$ cat src/rtl/beamformer_pkg.sv
// beamformer package, shared widths, channel count and sample types for the datapath
package beamformer_pkg;

    // number of antenna channels summed into one output beam
    localparam int NUM_CHANNELS = 4;

    // width of the real or the imaginary part of one sample
    localparam int SAMPLE_WIDTH = 16;

    // width of the real or the imaginary part of one weight
    localparam int WEIGHT_WIDTH = 8;

    // a full product of a sample part and a weight part needs both widths together
    localparam int PART_WIDTH = SAMPLE_WIDTH + WEIGHT_WIDTH;

    // enough bits to index every channel
    localparam int CHAN_SEL_WIDTH = 2;

    // one signed sample part, two's complement
    typedef logic signed [SAMPLE_WIDTH-1:0] sample_t;

    // one signed weight part
    // the weight is a fraction, so its value is the raw integer divided by 256
    // a raw value of 64 therefore scales by one quarter
    typedef logic signed [WEIGHT_WIDTH-1:0] weight_t;

    // channel index used when a weight is written
    typedef logic [CHAN_SEL_WIDTH-1:0] chan_sel_t;

endpackage

$ cat src/rtl/weight_regs.sv
// weight register block, holds the complex weight of each channel and updates it on a write strobe
module weight_regs (
    input  logic                                                        clock,
    input  logic                                                        resetn,
    input  logic                                                        weight_wr,
    input  beamformer_pkg::chan_sel_t                                   weight_sel,
    input  beamformer_pkg::weight_t                                     weight_re,
    input  beamformer_pkg::weight_t                                     weight_im,
    output beamformer_pkg::weight_t [beamformer_pkg::NUM_CHANNELS-1:0]  chan_weight_re,
    output beamformer_pkg::weight_t [beamformer_pkg::NUM_CHANNELS-1:0]  chan_weight_im
);
    import beamformer_pkg::*;

    // one write enable per channel, decoded from the strobe and the index
    logic [NUM_CHANNELS-1:0] chan_wr;

    always_comb begin
        for (int c = 0; c < NUM_CHANNELS; c++) begin
            chan_wr[c] = weight_wr && (weight_sel == chan_sel_t'(c));
        end
    end

    // eight weight registers, two per channel
    // every weight reads zero after reset, so an unprogrammed channel adds nothing to the beam
    always_ff @(posedge clock) begin
        if (!resetn) begin
            chan_weight_re <= '0;
            chan_weight_im <= '0;
        end else begin
            for (int c = 0; c < NUM_CHANNELS; c++) begin
                // the real and imaginary parts always change together
                if (chan_wr[c]) begin
                    chan_weight_re[c] <= weight_re;
                    chan_weight_im[c] <= weight_im;
                end
            end
        end
    end

endmodule

$ cat config.mk
export PLATFORM = sky130hd
export DESIGN_NAME = weight_regs
export DESIGN_NICKNAME = d
export VERILOG_FILES = /design/src/rtl/beamformer_pkg.sv /design/src/rtl/weight_regs.sv
export SDC_FILE = /design/constraint.sdc
export NUM_CORES = 1
export LEC_CHECK = 0
export BUFFER_PORTS_ARGS = -buffer_cell sky130_fd_sc_hd__buf_2
export CORE_MARGIN = 2
export CORE_UTILIZATION = 43
export DETAILED_ROUTE_END_ITERATION = 7
export GPL_ROUTABILITY_DRIVEN = 0
export GPL_TIMING_DRIVEN = 0
export PLACE_DENSITY = 0.71
export SLEW_MARGIN = 30
export SYNTH_ARGS = -nofsm -noshare
export SYNTH_HDL_FRONTEND = slang
export SYNTH_SLANG_ARGS = --single-unit
$ cat constraint.sdc
create_clock -name clock -period 1.4 [get_ports clock]
set_input_delay 0.28 -clock clock [delete_from_list [all_inputs] [get_ports clock]]
set_output_delay 0.28 -clock clock [all_outputs]
set_load 0.02 [all_outputs]
; After elaboration in Yosys (flattened, before gate mapping)
; Cells that the tools add are included.
[word_totals]
latchBits = 0
out_inout_bits = 64
wordCells = 16
mem_bits_ro = 0
ram_bits = 0
regBits = 64
input_bits = 21
n_memories = 0
[classes]
multipliers = 0
add_sub_neg = 0
n_shift = 0
n_reduce_logical = 5
eq_ne = 3
n_div = 0
muxes = 0
order_cmp = 0
bitwise = 0
[ops]
columns = cell, count
row1 = 2-bit == test (second input constant), 2
row2 = 1-bit logical AND, 4
row3 = 2-bit by 1-bit == test with 1-bit output (second input constant), 1
row4 = 2-bit logical NOT, 1

; Logic depth before layout (Yosys ltp)
; Gate-level depths: netlist (run 1).
[depth]
word_depth = 2
mapped_depth = 4
ltp_nobuf = 2

; Worst setup path after synthesis (run 1)
; OpenSTA, ideal clock, no wires.
[synth_timing]
path_kind = input to register
startpoint = input weight_sel[0]
endpoint = register chan_weight_im[0] (netlist name)
required_ps = 1328
stages = 4
setup_slack_ps = 406
arrival_time_ps = 922
setup_time_ps = 72
cell_sequence = nor3b_2 buf_4 buf_8 mux2i_1
[synth_between]
elab_chain_cells = 2
[synth_lines]
columns = element, line
row1 = "start, declared", weight_regs.sv:6  ; input beamformer_pkg::chan_sel_t weight_sel,
row2 = 2-bit logical NOT, weight_regs.sv:19  ; chan_wr[c] = weight_wr && (weight_sel == chan_sel_t'(c));
row3 = 1-bit logical AND, weight_regs.sv:19
row4 = "end signal, assigned by index", weight_regs.sv:34  ; chan_weight_im[c] <= weight_im;
row5 = "end, declared", weight_regs.sv:10  ; output beamformer_pkg::weight_t [beamformer_pkg::NUM_CHANNELS-1:0] chan_weight_im
; Every way passes these cells.
; A chain may end at the register's enable or synchronous reset.

; Worst setup path after layout (run 1)
[layout_timing]
startpoint = register chan_weight_re[4] (netlist name)
endpoint = output chan_weight_re[4] (netlist name)
[layout_rtl]
columns = element, line
row1 = "start, declared", weight_regs.sv:9  ; output beamformer_pkg::weight_t [beamformer_pkg::NUM_CHANNELS-1:0] chan_weight_re,
row2 = "start signal, assigned by index", weight_regs.sv:33  ; chan_weight_re[c] <= weight_re;
; No word-level cell between the ends.

==> summary.md, run 1 <==
| Metric | Value |
|---|---|
| Worst R2R Start | `chan_weight_im[29]$_SDFFE_PN0P_` |
| Root Driver | `clkbuf_8` |
| Crit-path cells | `buf_2` |
| CP max-delay cell | `dfxtp_1` |
| Ys Warns | `0` |
| Area contributors post-synth | `dfxtp_1, mux2i_1, nand2_1` |
| Hold Startpoint | `weight_re[1]` |
| Max stage delay on crit path | `~0.36 ns` |
| Register clock-pin slew on the reported worst setup and hold paths | `roughly 0.070 ns` |
| Final setup TNS | `0 ns` |
| Detail Route met3 WL | `around 350 um` |
| I/O Buffers | `83` |
| FP Rows | `27` |
| Post-DP HPWL | `roughly 3.8 mm` |
| Data required, critical path | `~1.1 ns` |
| Data arrival time of the worst path | `between 0.8 and 0.9 ns` |
| Actual slew at the worst max-slew pin | `around 0.52 ns` |
| Crit Path Max Fanout | `2` |
| Sequential area share after synthesis | `about 54%` |
| WL met1 | `around 2.5 mm` |
| Register bit total from synthesis | `64` |
| Share of cells above drive strength 1 | `approximately a third` |
| HP Class | `in -> reg` |
| Final Skew | `0 ns` |
| GRT Total Usage | `between 10% and 20%` |
| Setup slack, reg-to-reg | `a little over 0.7 ns` |
| Syn Nets | `between 200 and 250` |
| Final Power | `approximately 4000 uW` |
| Clk_lat worst skew | `0.32 ns` |
| Leakage Power | `0.001677 uW` |
| Mapped Avg Cell Area | `a little over 10 um^2` |
| Drt first pass iters | `4` |
| Post-CTS Hold Fix Bufs | `0` |
| Final period util | `between 80% and 90%` |
| Layout area overhead | `30.69%` |
| Worst slew margin | `65.36%` |
| Setup repair bufs after CTS | `0` |
| Die width | `78.22 um` |
| Via/cell ratio | `~4.7` |
| # IOs | `85` |
| Clk sinks | `between 60 and 70` |
| Hold Vio Cnt, Final | `0` |
| Final wirelength | `approximately 5.4 mm` |
| Delay-heaviest family, CP | `flip-flops` |
| Hold Path Depth | `3` |
| Nets | `343` |
| Post-cts resize count | `0` |
| Clk buf depth | `2` |
| Fin crit period | `1.134 ns` |
| Fillcell total | `slightly above 500` |
| Register Area | `approximately 1300 um^2` |
| Worst Setup End Kind | `output pin` |
| Largest net degree at the start of global routing | `12` |
| Fin. max-slew vios | `0` |
| Multi-input gate area | `978.4 um^2` |
| Highest Signal Layer | `met4` |
| DR WL/cell | `~14 um` |
| Die height | `78.22 um` |
| Synth area leader | `dfxtp_1` |
| Fmax | `between 800 and 900 MHz` |
| CTS tree | `yes` |
| Status | `finished clean` |
| Antenna viol nets, final | `0` |
| CTS buffer count | `9` |
| Core Area | `around 5400 um^2` |
| Post-synth top area share | `between 50% and 60%` |
| Mapped Cells | `about 230` |
| R2R cell count | `2` |
| Antenna cell count | `0` |
| RSZ-0062 raised after global routing | `false` |
| Residual DRC | `0` |
| FF-to-FF End | `chan_weight_im[29]$_SDFFE_PN0P_` |
| P per Cell Area | `approximately 1300 nW/um^2` |
| Die ar. | `6118 um^2` |
| Max IR drop VDD | `between 600 and 700 uV` |
| CP Buf/Inv Count | `1` |
| Gr ovfl total | `0` |
| Final setup viols | `0` |
| Starting Density | `between 40% and 50%` |
| Initial DRC count | `between 50 and 60` |
| Number of global-route vias before repair | `approximately 1700` |
| WHS Endpoint | `chan_weight_re[9]$_SDFFE_PN0P_` |
| Max_cap viols | `0` |
| H-tree Lvls | `3` |
| Initial antenna violation count | `0` |
| Critical Path Source Type | `register` |
| WS Path Type | `reg -> out` |
| Netlist cell types | `11` |
| DR vias | `about 1900` |
| Met2 wire len | `2.466 mm` |
| First-pass GRT wire length | `approximately 8.7 mm` |
| Post-synth design cell area | `about 2400 um^2` |
==> synthesized netlist by cell type <==
cell type / instances
buf_2: 3
nand3b_1: 2
nor3b_2: 1
clkbuf_1: 6
buf_8: 1
nand3_2: 1
nand2_1: 80
buf_6: 3
mux2i_1: 64
dfxtp_1: 64
buf_4: 3
==> routing by layer <==
metal / vias to the layer above / global-route usage (%)
met5: - / 0
met4: 0 / 8.947
met3: 8 / 4.943
met2: 61 / 28.62
met1: 852 / 24.55
li1: 937 / -
==> through the flow <==
stage                     area (um^2)  util (%)  instances  hold slack (ns)  setup slack, ns
after global placement           2874     53.17        383           0.4409           0.1824
after floorplan                  2369         -        228           0.4835           0.4065
final                            3095     57.27        399           0.2810           0.2656
after detailed placement         2874     53.17        383           0.4436           0.1577
after CTS                        3095     57.27        399           0.2717           0.2490
after global routing             3095     57.27        399           0.2877           0.2161
==> logic make-up after synthesis <==
family / after synthesis / share of synthesized area [%]
multiplexers: 64 / 27.05
buffers and inverters: 16 / 4.595
AND/OR/NAND/NOR: 84 / 14.26
flip-flops: 64 / 54.09
==> sequential cells by signal, summed over array words and instances (netlist names) <==
register / cells
chan_weight_re: 32
chan_weight_im: 32
==> cell type report <==
class                           instances  share of cell area, %
Tap cell                               72                  2.910
Multi-Input combinational cell        148                  31.61
Buffer                                 16                  3.517
Clock inverter                          5                  2.587
Clock buffer                           11                  4.568
Sequential cell                        64                  41.39
Timing Repair Buffer                   83                  13.42
==> power by group <==
group | internal [uW] | leakage (uW) | switching, uW
combinational | 143 | 0.00105 | 243
sequential | 1880 | 0.000520 | 31.9
clock | 1050 | 0.000106 | 696
==> layout by cell type (no fill, tap or decap) <==
cell / instances
bufinv_16: 2
buf_2: 86
clkbuf_8: 10
dfxtp_1: 64
clkbuf_1: 7
clkinvlp_4: 2
buf_4: 3
nand3b_1: 2
nand3_2: 1
nor3b_2: 1
buf_6: 3
mux2i_1: 64
clkinv_2: 1
nand2_1: 80
buf_8: 1
==> worst max path at each step <==
stage                                    startpoint                         endpoint  slack [ns]  cells after the start
floorplan                             weight_sel[0]   chan_weight_im[0]$_SDFFE_PN0P_        0.41                      4
global placement                      weight_sel[0]   chan_weight_im[3]$_SDFFE_PN0P_        0.18                      5
detailed placement                           resetn  chan_weight_re[27]$_SDFFE_PN0P_        0.16                      4
CTS                 chan_weight_im[10]$_SDFFE_PN0P_               chan_weight_im[10]        0.25                      1
global route        chan_weight_im[10]$_SDFFE_PN0P_               chan_weight_im[10]        0.22                      1
finish               chan_weight_re[4]$_SDFFE_PN0P_                chan_weight_re[4]        0.27                      1
Power figures use the tool's default switching activity.
==> inputs of run 2 (changes only) <==
==> constraint.sdc (replaced) <==
create_clock -name clock -period 1.05 [get_ports clock]
set_input_delay 0.21 -clock clock [delete_from_list [all_inputs] [get_ports clock]]
set_output_delay 0.21 -clock clock [all_outputs]
set_load 0.02 [all_outputs]
==> run 2 against run 1 <==
Effect of this change:
- total power grew 35%
- via count is 1.8% higher
- critical endpoint is now chan_weight_re[23]
- critical path depth did not move
- worst setup slack worse by 0.24 ns
- die area did not move
- core utilization rose by 4.2 points
- flip-flop and latch count unchanged
- routed wire length up 2.6%
- sequential share of layout area is 1.1 points lower
- non-clock buffer count stayed put
- largest power group unchanged
- first-iteration DRC count decreased by 27%
==> summary.md, run 2 (synthesis gave the netlist of run 1 again) <==
| Metric | Value |
|---|---|
| Multi-input gate area | `around 1000 um^2` |
| Share of cells above drive strength 1 | `a little under half` |
| H-tree Lvls | `3` |
| Clk sinks | `64` |
| CTS buffer count | `9` |
| Delay-heaviest family, CP | `flip-flops` |
| Commonest cells after routing, fill and taps aside | `nand2_1, buf_4, mux2i_1, dfxtp_2, buf_2` |
| DR vias | `about 1900` |
| Post-CTS Hold Fix Bufs | `0` |
| Number of global-route vias before repair | `~1700` |
| Post-DP HPWL | `3.827 mm` |
| WS Path Type | `reg -> out` |
| Met1 usage | `around 24%` |
| Max IR drop VDD | `848.5 uV` |
| HP Class | `in -> reg` |
| Root Driver | `clkbuf_8` |
| Hold Startpoint | `weight_re[1]` |
| GRT Total Usage | `between 10% and 20%` |
| Actual slew at the worst max-slew pin | `0.4956 ns` |
| Via/cell ratio | `between 4 and 5` |
| # IOs | `85` |
| CP max-delay cell | `dfxtp_1` |
| DR WL/cell | `approximately 14 um` |
| Clk buf depth | `2` |
| Data arrival time of the worst path | `0.81 ns` |
| Fmax | `between 900 and 1000 MHz` |
| Worst R2R Start | `chan_weight_im[29]$_SDFFE_PN0P_` |
| Fin. max-slew vios | `0` |
| Hold Vio Cnt, Final | `0` |
| Final period util | `between 90% and 100%` |
| Fin crit period | `a little over 1 ns` |
| I/O Buffers | `83` |
| Clk_lat worst skew | `about 0.32 ns` |
| CTS tree | `yes` |
| Status | `finished clean` |
| Final setup TNS | `0 ns` |
| Initial DRC count | `38` |
| Initial antenna violation count | `0` |
| Residual DRC | `0` |
| Max_cap viols | `0` |
| Drt first pass iters | `4` |
| Area after DPL | `approximately 2900 um^2` |
| Antenna cell count | `0` |
| Max stage delay on crit path | `0.34 ns` |
| Final Power | `between 5000 and 6000 uW` |
| Worst slew margin | `between 60 and 70%` |
| Nets | `approximately 340` |
| R2R cell count | `2` |
| FP Rows | `27` |
| Final wirelength | `5.586 mm` |
| Critical Path Source Type | `register` |
| Setup repair bufs after CTS | `0` |
| Die height | `between 70 and 80 um` |
| Final instance area | `between 3000 and 4000 um^2` |
| P per Cell Area | `roughly 1600 nW/um^2` |
| Hold Path Depth | `3` |
| First-pass GRT wire length | `around 8.8 mm` |
| Fin util | `around three fifths` |
| Fillcell total | `roughly 470` |
| Most common cell after layout, fill and taps aside | `nand2_1` |
| Die width | `roughly 78 um` |
| CP Depth | `1` |
| CP Buf/Inv Count | `1` |
| Met3 Track Usage GR | `5.402%` |
| Final Skew | `0 ns` |
| Core Area | `approximately 5400 um^2` |
| Data required, critical path | `about 0.84 ns` |
| Top Registers | `chan_weight_im: 32 flops, chan_weight_re: 32 flops` |
| Gr ovfl total | `0` |
| Final setup viols | `0` |
| Top Usage Layer GRT | `met2` |
| Critical Path Source | `chan_weight_re[23]$_SDFFE_PN0P_` |
| Largest net degree at the start of global routing | `12` |
| Crit Path Max Fanout | `2` |
| Worst Setup End Kind | `output pin` |
| Register Area | `~1300 um^2` |
| Die ar. | `roughly 6100 um^2` |
| Met2 global-route usage | `between 20 and 30%` |
| Starting Density | `about 44%` |
| Antenna viol nets, final | `0` |
| Layout area overhead | `40.31%` |
| Register clock-pin slew on the reported worst setup and hold paths | `roughly 0.070 ns` |
| Leakage Power | `~0.0017 uW` |
| Crit-path cells | `buf_4` |
[run 2: cell counts in the layout (fill, tap and decap cells not counted)]
Identical to the previous run, type by type.
[run 2: metal layers]
metal,part of all wire [%],vias to the layer above
met3,7.0,10
met5,0,-
met1,45,879
li1,-,939
met2,47,64
met4,1.6,0
[run 2: power by group]
part           leakage [uW]  switching [uW]  internal (uW)
Sequential         0.000541            48.1           2520
Clock              0.000106             937           1400
Combinational       0.00105             325            239
Total               0.00170            1310           4160
[run 2: timing repair]
item,in CTS,in global routing
resized for setup,38,74
pin swaps,0,0
endpoints found under the setup margin,32,56
[run 2: path summary, 6_finish.rpt]
check	to	slack (ns)
worst max-delay path	chan_weight_re[23]	0.03
worst min-delay path	chan_weight_re[9]$_SDFFE_PN0P_	0.20
worst max register to register	chan_weight_im[29]$_SDFFE_PN0P_	0.38
worst min register to register	chan_weight_im[1]$_SDFFE_PN0P_	0.46
[run 2: area by class of cell]
cell class	instances	area share [%]
clock buffers	11	4.255
flip-flops and latches	64	40.25
well taps	72	2.711
multi-input cells	148	29.44
plain buffers	16	3.276
clock inverters	5	2.410
repair buffers	83	17.66
[run 2: tightest hold or removal path: stages]
cell     delay, ns
buf_2         0.10
nand2_1       0.11
mux2i_1       0.08
[run 2: stage by stage]
step	std cells	hold slack, ns	setup slack [ns]
after global placement	383	0.4409	-0.09764
final	399	0.2028	0.02568
after floorplan	228	0.4135	0.1265
after detailed placement	383	0.4436	-0.1223
after global routing	399	0.2169	-0.003975
after CTS	399	0.2017	0.0006887
