[config.mk]
export PLATFORM = sky130hd
export DESIGN_NAME = channel_combiner
export DESIGN_NICKNAME = d
export VERILOG_FILES = /design/src/rtl/beamformer_pkg.sv /design/src/rtl/channel_combiner.sv
export SDC_FILE = /design/constraint.sdc
export NUM_CORES = 2
export LEC_CHECK = 0
export BUFFER_PORTS_ARGS = -buffer_cell sky130_fd_sc_hd__buf_2
export CORE_AREA = 2 2 501 503
export DETAILED_ROUTE_END_ITERATION = 6
export DIE_AREA = 0 0 503 505
export PLACE_DENSITY = 0.43
export REMOVE_ABC_BUFFERS = 1
export SLEW_MARGIN = 15
export SYNTH_ARGS = -nofsm -noshare
export SYNTH_HDL_FRONTEND = slang
export SYNTH_SLANG_ARGS = --single-unit
export TNS_END_PERCENT = 5
[constraint.sdc]
create_clock -name clock -period 19.4 [get_ports clock]
set_input_delay 0.97 -clock clock [delete_from_list [all_inputs] [get_ports clock]]
set_output_delay 0.97 -clock clock [all_outputs]
set_load 0.1 [all_outputs]
[src/rtl/beamformer_pkg.sv]
// beamformer package, shared widths, channel count and sample types for the datapath
package beamformer_pkg;

    // number of antenna channels summed into one output beam
    localparam int NUM_CHANNELS = 4;

    // width of the real or the imaginary part of one sample
    localparam int SAMPLE_WIDTH = 16;

    // width of the real or the imaginary part of one weight
    localparam int WEIGHT_WIDTH = 8;

    // a full product of a sample part and a weight part needs both widths together
    localparam int PART_WIDTH = SAMPLE_WIDTH + WEIGHT_WIDTH;

    // enough bits to index every channel
    localparam int CHAN_SEL_WIDTH = 2;

    // one signed sample part, two's complement
    typedef logic signed [SAMPLE_WIDTH-1:0] sample_t;

    // one signed weight part
    // the weight is a fraction, so its value is the raw integer divided by 256
    // a raw value of 64 therefore scales by one quarter
    typedef logic signed [WEIGHT_WIDTH-1:0] weight_t;

    // channel index used when a weight is written
    typedef logic [CHAN_SEL_WIDTH-1:0] chan_sel_t;

endpackage

[src/rtl/channel_combiner.sv]
// channel combiner, two-stage lane-wise sum of the four weighted channels and the stall control
module channel_combiner #(
    parameter int LANES = 8
) (
    input  logic                                                                    clock,
    input  logic                                                                    resetn,
    input  logic                                                                    out_ready,
    input  logic [beamformer_pkg::NUM_CHANNELS-1:0]                                 wt_valid,
    input  logic                                                                    wt_last,
    input  beamformer_pkg::sample_t [beamformer_pkg::NUM_CHANNELS-1:0][LANES-1:0]   wt_re,
    input  beamformer_pkg::sample_t [beamformer_pkg::NUM_CHANNELS-1:0][LANES-1:0]   wt_im,
    output logic                                                                    advance,
    output logic                                                                    out_valid,
    output logic                                                                    out_last,
    output beamformer_pkg::sample_t [LANES-1:0]                                     out_re,
    output beamformer_pkg::sample_t [LANES-1:0]                                     out_im
);
    import beamformer_pkg::*;

    // a pair sum needs one bit more than a sample, the sum of four needs two
    localparam int PAIR_WIDTH  = SAMPLE_WIDTH + 1;
    localparam int TOTAL_WIDTH = SAMPLE_WIDTH + 2;

    // set on the first cycle out of reset and held from then on
    logic run;

    // first stage, the pairwise sums of channels 0 and 1 and of channels 2 and 3
    logic                           c1_valid;
    logic                           c1_last;
    logic signed [PAIR_WIDTH-1:0]   pair_lo_re [LANES];
    logic signed [PAIR_WIDTH-1:0]   pair_hi_re [LANES];
    logic signed [PAIR_WIDTH-1:0]   pair_lo_im [LANES];
    logic signed [PAIR_WIDTH-1:0]   pair_hi_im [LANES];

    // full four-channel sum ahead of the output register
    logic signed [TOTAL_WIDTH-1:0]  total_re [LANES];
    logic signed [TOTAL_WIDTH-1:0]  total_im [LANES];

    always_ff @(posedge clock) begin
        if (!resetn) begin
            run <= 1'b0;
        end else begin
            run <= 1'b1;
        end
    end

    // one level stalls every stage in the design, and the source sees it as in_ready
    assign advance = out_ready && run;

    // the channels leave their weighters together, so any bit stands for all of them
    always_ff @(posedge clock) begin
        if (!resetn) begin
            c1_valid  <= 1'b0;
            c1_last   <= 1'b0;
            out_valid <= 1'b0;
            out_last  <= 1'b0;
            out_re    <= '0;
            out_im    <= '0;
        end else if (advance) begin
            c1_valid  <= &wt_valid;
            c1_last   <= wt_last;
            out_valid <= c1_valid;
            out_last  <= c1_last;
            // dropping the two low bits of the total divides it by four, rounded down
            for (int l = 0; l < LANES; l++) begin
                out_re[l] <= sample_t'(total_re[l][TOTAL_WIDTH-1:2]);
                out_im[l] <= sample_t'(total_im[l][TOTAL_WIDTH-1:2]);
            end
        end
    end

    // pairwise sums, sign extended first so no sum can overflow
    always_ff @(posedge clock) begin
        if (advance) begin
            for (int l = 0; l < LANES; l++) begin
                pair_lo_re[l] <= PAIR_WIDTH'(wt_re[0][l]) + PAIR_WIDTH'(wt_re[1][l]);
                pair_hi_re[l] <= PAIR_WIDTH'(wt_re[2][l]) + PAIR_WIDTH'(wt_re[3][l]);
                pair_lo_im[l] <= PAIR_WIDTH'(wt_im[0][l]) + PAIR_WIDTH'(wt_im[1][l]);
                pair_hi_im[l] <= PAIR_WIDTH'(wt_im[2][l]) + PAIR_WIDTH'(wt_im[3][l]);
            end
        end
    end

    always_comb begin
        for (int l = 0; l < LANES; l++) begin
            total_re[l] = TOTAL_WIDTH'(pair_lo_re[l]) + TOTAL_WIDTH'(pair_hi_re[l]);
            total_im[l] = TOTAL_WIDTH'(pair_lo_im[l]) + TOTAL_WIDTH'(pair_hi_im[l]);
        end
    end

    // all four weighters run off the same advance, so their valid pipes must line up
    assert property (@(posedge clock) disable iff (!resetn)
        (&wt_valid) == (|wt_valid));

    // nothing new may reach the output while the sink holds it off
    assert property (@(posedge clock) disable iff (!resetn)
        !advance |=> !$rose(out_valid));

endmodule

## Word level (Yosys, flattened, before mapping)

Memories as Yosys holds them, arrays and structs flattened.
Cells that the tools add are included.

| operators by class | value |
|---|---|
| reductions and logical operators | 2 |
| muxes and demuxes | 3 |
| add/subtract/negate cells | 48 |

Operators with widths:

| kind | count |
|---|---|
| adder 16 x 16 -> 17 bit | 32 |
| adder 17 x 17 -> 18 bit | 16 |
| AND reduction 4 bit | 1 |
| 2-to-1 mux 1 bit | 3 |
| logical AND 1 bit | 1 |

| storage, ports and cells | value |
|---|---|
| output and inout bits | 259 |
| flip-flop bits (word level) | 261 |
| memories kept | 4 |
| memory bits (writable) | 544 |

Memories:

| memory | depth | bits a word | rd ports | clocked after Yosys merged registers in | write ports | line | RTL |
|---|---|---|---|---|---|---|---|
| pair_hi_im | 8 | 17 | 8 | 0 | 8 | channel_combiner.sv:33 | `logic signed [PAIR_WIDTH-1:0] pair_hi_im [LANES];` |
| pair_hi_re | 8 | 17 | 8 | 0 | 8 | channel_combiner.sv:31 | `logic signed [PAIR_WIDTH-1:0] pair_hi_re [LANES];` |
| pair_lo_im | 8 | 17 | 8 | 0 | 8 | channel_combiner.sv:32 | `logic signed [PAIR_WIDTH-1:0] pair_lo_im [LANES];` |
| pair_lo_re | 8 | 17 | 8 | 0 | 8 | channel_combiner.sv:30 | `logic signed [PAIR_WIDTH-1:0] pair_lo_re [LANES];` |

## Longest topological paths before layout

| depth | value |
|---|---|
| word-level depth | 3 |
| mapped depth | 10 |
| depth with buffers taken out | 10 |

## Least setup slack after synthesis

OpenSTA, ideal clock, no wires.

| path | value |
|---|---|
| path kind | input to register |
| start | input out_ready |
| end | memory pair_hi_im[0][0] (netlist name), enable pin |
| buffers on the path | 2 |
| path slack | 1219 ps |
| library setup time | 1161 ps |
| arrival time | 17020 ps |
| stages | 4 |
| required time | 18239 ps |
| path through | nand2_1 > inv_1 > clkbuf_1 > clkbuf_1 |

RTL lines:

| element | line | RTL |
|---|---|---|
| start: declaration | channel_combiner.sv:7 | `input logic out_ready,` |
| end: declaration | channel_combiner.sv:33 |  |

## Worst setup path in the final report

| path | value |
|---|---|
| start | register run |
| end | output advance |

| on the way | value |
|---|---|
| word-level cells in the longest chain between the ends | 1 |

RTL lines:

| element | line | RTL |
|---|---|---|
| start: declaration | channel_combiner.sv:25 | `logic run;` |
| start signal: assignment | channel_combiner.sv:41 | `run <= 1'b0;` |
| start signal: assignment | channel_combiner.sv:43 | `run <= 1'b1;` |
| logical AND 1 bit | channel_combiner.sv:48 | `assign advance = out_ready && run;` |
| end: declaration | channel_combiner.sv:12 | `output logic advance,` |

No other way between the ends.

==> report_table.html <==
<table>
<tr><th>Metric</th><th>Value</th></tr>
<tr><th colspan="2">Finish</th></tr>
<tr><td>Most common cell after layout, fill and taps aside</td><td>sky130_fd_sc_hd__buf_2</td></tr>
<tr><td>Summed area of non-filler cells in the final layout</td><td>69100 um^2</td></tr>
<tr><td>Area taken by flip-flops and latches</td><td>21600 um^2</td></tr>
<tr><td>Area taken by multi-input logic gates</td><td>32300 um^2</td></tr>
<tr><td>Share of layout cells above drive strength 1</td><td>22.6%</td></tr>
<tr><td>Final design utilization</td><td>27.8%</td></tr>
<tr><td>Total of fill cells in the finished design</td><td>26600</td></tr>
<tr><td>Final nets</td><td>8644</td></tr>
<tr><td>Area growth from synthesis to final layout</td><td>26.1%</td></tr>
<tr><td>Most frequent cells in the layout</td><td>1289 x sky130_fd_sc_hd__buf_2, 768 x sky130_fd_sc_hd__ha_1, 544 x sky130_fd_sc_hd__edfxtp_1, 503 x sky130_fd_sc_hd__nand2_1, 429 x sky130_fd_sc_hd__o21ai_0</td></tr>
<tr><td>Non-filler cells in the finished layout</td><td>10300</td></tr>
<tr><th colspan="2">Synthesis</th></tr>
<tr><td>Post-Synthesis Cells</td><td>5472</td></tr>
<tr><td>Yosys top cell area share</td><td>29.8%</td></tr>
<tr><td>Number of register bits inferred by synthesis</td><td>805</td></tr>
<tr><td>Async S/R FF share, synth</td><td>0%</td></tr>
<tr><td>Number of distinct library cells after synthesis</td><td>68</td></tr>
<tr><td>Yosys top cell by area</td><td>sky130_fd_sc_hd__edfxtp_1</td></tr>
<tr><td>Sequential area share after synthesis</td><td>39.3%</td></tr>
<tr><td>Synth warn</td><td>0</td></tr>
<tr><td>Synth Cell Area</td><td>54800 um^2</td></tr>
<tr><td>Number of enable flip-flop cells after synthesis</td><td>544</td></tr>
<tr><td>Most area-consuming cells after synthesis</td><td>sky130_fd_sc_hd__edfxtp_1 30%, sky130_fd_sc_hd__ha_1 18%, sky130_fd_sc_hd__dfxtp_1 9.5%</td></tr>
<tr><td>Most used DFF post-synth</td><td>sky130_fd_sc_hd__edfxtp_1</td></tr>
<tr><td>Synth Area per Inst</td><td>10.0 um^2</td></tr>
<tr><th colspan="2">Outcome</th></tr>
<tr><td>Outcome</td><td>finished clean</td></tr>
<tr><th colspan="2">Floorplan</th></tr>
<tr><td>Core region area</td><td>248000 um^2</td></tr>
<tr><td>I/O Pins</td><td>1291</td></tr>
<tr><td>Effective utilization at floorplan</td><td>22.1%</td></tr>
<tr><td>Die Ht</td><td>505 um</td></tr>
<tr><td>Area enclosed by the die boundary</td><td>254000 um^2</td></tr>
<tr><td>X dimension of the die</td><td>503 um</td></tr>
<tr><td>Standard-cell row count</td><td>183</td></tr>
<tr><th colspan="2">Worst setup path</th></tr>
<tr><td>Kind of critical path</td><td>flip-flop to output port</td></tr>
<tr><td>Count of buffer and inverter cells on the critical path</td><td>2</td></tr>
<tr><td>R2r startpoint</td><td>run$_DFF_P_</td></tr>
<tr><td>Crit-path cells</td><td>nand2_4 -&gt; inv_8 -&gt; buf_2</td></tr>
<tr><td>Data required time of the worst path</td><td>18.43 ns</td></tr>
<tr><td>Largest delay share family, worst path</td><td>buffers and inverters</td></tr>
<tr><td>Slowest CP cell</td><td>sky130_fd_sc_hd__buf_2</td></tr>
<tr><td>Endpoint class of the critical path</td><td>output port</td></tr>
<tr><td>Max FO, Critical Path</td><td>59</td></tr>
<tr><td>Register-to-Register Setup Slack</td><td>15.95 ns</td></tr>
<tr><td>Length in cells of the worst reg-to-reg path</td><td>6</td></tr>
<tr><td>Worst EP arrival</td><td>2.66 ns</td></tr>
<tr><td>Slowest cell delay on critical path</td><td>0.62 ns</td></tr>
<tr><td>Critical path launch point type</td><td>flip-flop</td></tr>
<tr><td>End of the worst register-to-register path</td><td>out_re[111]$_SDFFE_PN0P_</td></tr>
<tr><th colspan="2">Place</th></tr>
<tr><td>Final weighted congestion in routability-driven placement</td><td>0.923</td></tr>
<tr><td>Placement-stage worst setup slack</td><td>15.10 ns</td></tr>
<tr><td>Count of input and output buffers</td><td>1290</td></tr>
<tr><td>Hpwl dp</td><td>190 mm</td></tr>
<tr><td>Cell Area, Placed</td><td>65300 um^2</td></tr>
<tr><td>Number of cells in the design after placement</td><td>10000</td></tr>
<tr><th colspan="2">STA</th></tr>
<tr><td>Pin slew with the least headroom to its limit</td><td>1.03 ns</td></tr>
<tr><td>Sum Neg Setup Slack</td><td>0 ns</td></tr>
<tr><td>Final clock skew</td><td>0.0230 ns</td></tr>
<tr><td>Final setup violation count</td><td>0</td></tr>
<tr><td>Max Freq</td><td>0.275 GHz</td></tr>
<tr><td>Setup slack of the critical path after layout</td><td>15.77 ns</td></tr>
<tr><td>RSZ-0062 raised after global routing</td><td>no</td></tr>
<tr><td>Worst rel slew slack</td><td>29.3%</td></tr>
<tr><td>Final worst-path cycle share</td><td>18.7%</td></tr>
<tr><td>Final Hold Slack</td><td>0.444 ns</td></tr>
<tr><td>Slew Viols, Final</td><td>0</td></tr>
<tr><td>Final period demand of the worst path</td><td>3.63 ns</td></tr>
<tr><td>Number of hold violations in the final report</td><td>0</td></tr>
<tr><th colspan="2">Route</th></tr>
<tr><td>Vias per inst</td><td>4.55</td></tr>
<tr><td>Final antenna-violating net count</td><td>0</td></tr>
<tr><td>Count of unresolved DRC violations after routing</td><td>0</td></tr>
<tr><td>Wirelength per Cell</td><td>21.8 um</td></tr>
<tr><td>Iteration-0 DRC count of the detailed router</td><td>2257</td></tr>
<tr><td>Total Wirelength</td><td>224 mm</td></tr>
<tr><td>First-pass iteration count of the detailed router</td><td>6</td></tr>
<tr><td>Total vias in the final route</td><td>46800</td></tr>
<tr><th colspan="2">Clock tree</th></tr>
<tr><td>TritonCTS clock tree</td><td>built</td></tr>
<tr><td>Num Clock Sinks</td><td>805</td></tr>
<tr><td>Clock transition at the register clock pins on the worst setup and hold paths after CTS</td><td>0.06 ns</td></tr>
<tr><td>CTS max path bufs</td><td>3</td></tr>
<tr><td>Post-cts hold buffer count</td><td>0</td></tr>
<tr><td>Number of levels the H-tree was split into</td><td>3</td></tr>
<tr><td>Root Buffer Master</td><td>sky130_fd_sc_hd__clkbuf_16</td></tr>
<tr><td>TritonCTS buffer count</td><td>106</td></tr>
<tr><td>Later-pin clock latency in the skew report</td><td>0.73 ns</td></tr>
<tr><td>Cells resized by post-CTS repair</td><td>0</td></tr>
<tr><td>Number of setup buffers added after CTS</td><td>0</td></tr>
<tr><th colspan="2">Hold path</th></tr>
<tr><td>Min-delay worst type</td><td>flip-flop to flip-flop</td></tr>
<tr><td>HP Start</td><td>out_re[123]$_SDFFE_PN0P_</td></tr>
<tr><td>Hold Path Sink</td><td>out_re[123]$_SDFFE_PN0P_</td></tr>
<tr><td>Number of instances on the worst hold path</td><td>2</td></tr>
<tr><th colspan="2">Power</th></tr>
<tr><td>Power consumption</td><td>6.15 mW</td></tr>
<tr><td>Peak supply drop</td><td>0.0000643 V</td></tr>
<tr><td>Static Leak</td><td>29.5 nW</td></tr>
<tr><td>Power per Cell Area</td><td>89.0 nW/um^2</td></tr>
<tr><th colspan="2">GRT</th></tr>
<tr><td>Global-route wire length before repair</td><td>317 mm</td></tr>
<tr><td>GRT overflow</td><td>0</td></tr>
<tr><td>Overall global routing resource usage</td><td>17.0%</td></tr>
<tr><td>Maximum number of pins on one net before global-route repair</td><td>151</td></tr>
<tr><td>Via count of the first global-routing pass</td><td>46800</td></tr>
<tr><td>Number of antenna violations at the first check in global routing</td><td>121</td></tr>
<tr><th colspan="2">Flow run</th></tr>
<tr><td>Max-capacitance violation count</td><td>0</td></tr>
</table>
## state kept, by name (all words and copies together), names as in the netlist
register,flops
out_im,128
pair_hi_im,136
c1_last,1
c1_valid,1
out_valid,1
pair_hi_re,136
pair_lo_re,136
pair_lo_im,136
out_re,128
run,1
out_last,1
## worst min-delay path, cell delays in order, from the launching register on
cell and delay [ns]:
sky130_fd_sc_hd__dfxtp_1 0.32, sky130_fd_sc_hd__nand2_1 0.04, sky130_fd_sc_hd__o21ai_0 0.05
## power breakdown
group / internal [mW] / switching (mW) / total (mW)
sequential: 2.04 / 0.0670 / 2.11
clock: 1.22 / 0.841 / 2.06
combinational: 0.693 / 1.28 / 1.98
total: 3.96 / 2.19 / 6.15
## metal layers
layer	vias up	GRT usage, %	wire, um	share of wire (%)
met3	413	4.98	17300	7.7
met1	21900	19.1	88900	40
met4	64	7.88	10600	4.7
li1	23000	-	-	-
met2	1488	29.3	107000	48
met5	-	0	434	0.19
## cells by family after synthesis
kind of cell               count (synthesis)  share of synthesized area (%)
adders and majority gates                800                           18.7
AOI/OAI and AO/OA                       1446                           16.5
DFF                                      805                           39.3
buffers and inverters                    256                           1.75
and+or+nand+nor                         1555                           13.9
xor gates and xnor gates                 610                           9.75
## worst max-delay path by stage
stage	startpoint	endpoint	slack [ns]	depth (start not counted)
after floorplan	out_ready	out_re[27]$_SDFFE_PN0P_	-4.90	5
after CTS	run$_DFF_P_	advance	15.59	3
final	run$_DFF_P_	advance	15.77	3
after global placement	wt_re[81]	pair_lo_re[2][32]$_DFFE_PP_	15.05	10
after detailed placement	wt_re[81]	pair_lo_re[2][32]$_DFFE_PP_	15.10	10
after global routing	run$_DFF_P_	advance	15.56	3
## area by class of cell
cell class,instances,area share (%)
flip-flops and latches,805,31.2
diodes,49,0.177
repair buffers,1307,9.57
multi-input cells,4411,46.7
clock buffers,146,4.35
well taps,3330,6.03
inverters,181,0.994
clock inverters,56,0.943
## cells in the mapped netlist (32+ instances only)
cell type / count
sky130_fd_sc_hd__a21o_1: 105
sky130_fd_sc_hd__a21oi_1: 361
sky130_fd_sc_hd__a31o_2: 40
sky130_fd_sc_hd__a31oi_1: 87
sky130_fd_sc_hd__and2_1: 165
sky130_fd_sc_hd__clkbuf_1: 69
sky130_fd_sc_hd__dfxtp_1: 261
sky130_fd_sc_hd__edfxtp_1: 544
sky130_fd_sc_hd__fa_1: 32
sky130_fd_sc_hd__ha_1: 768
sky130_fd_sc_hd__inv_1: 181
sky130_fd_sc_hd__nand2_1: 505
sky130_fd_sc_hd__nand2b_1: 80
sky130_fd_sc_hd__nand3_1: 79
sky130_fd_sc_hd__nand4_1: 62
sky130_fd_sc_hd__nor2_1: 265
sky130_fd_sc_hd__nor2b_1: 96
sky130_fd_sc_hd__nor3_1: 140
sky130_fd_sc_hd__o211ai_1: 33
sky130_fd_sc_hd__o21a_1: 53
sky130_fd_sc_hd__o21ai_0: 429
sky130_fd_sc_hd__o21bai_1: 78
sky130_fd_sc_hd__or3_1: 60
sky130_fd_sc_hd__xnor2_1: 421
sky130_fd_sc_hd__xor2_1: 189
Note: power is estimated with default switching activity, not from simulation.
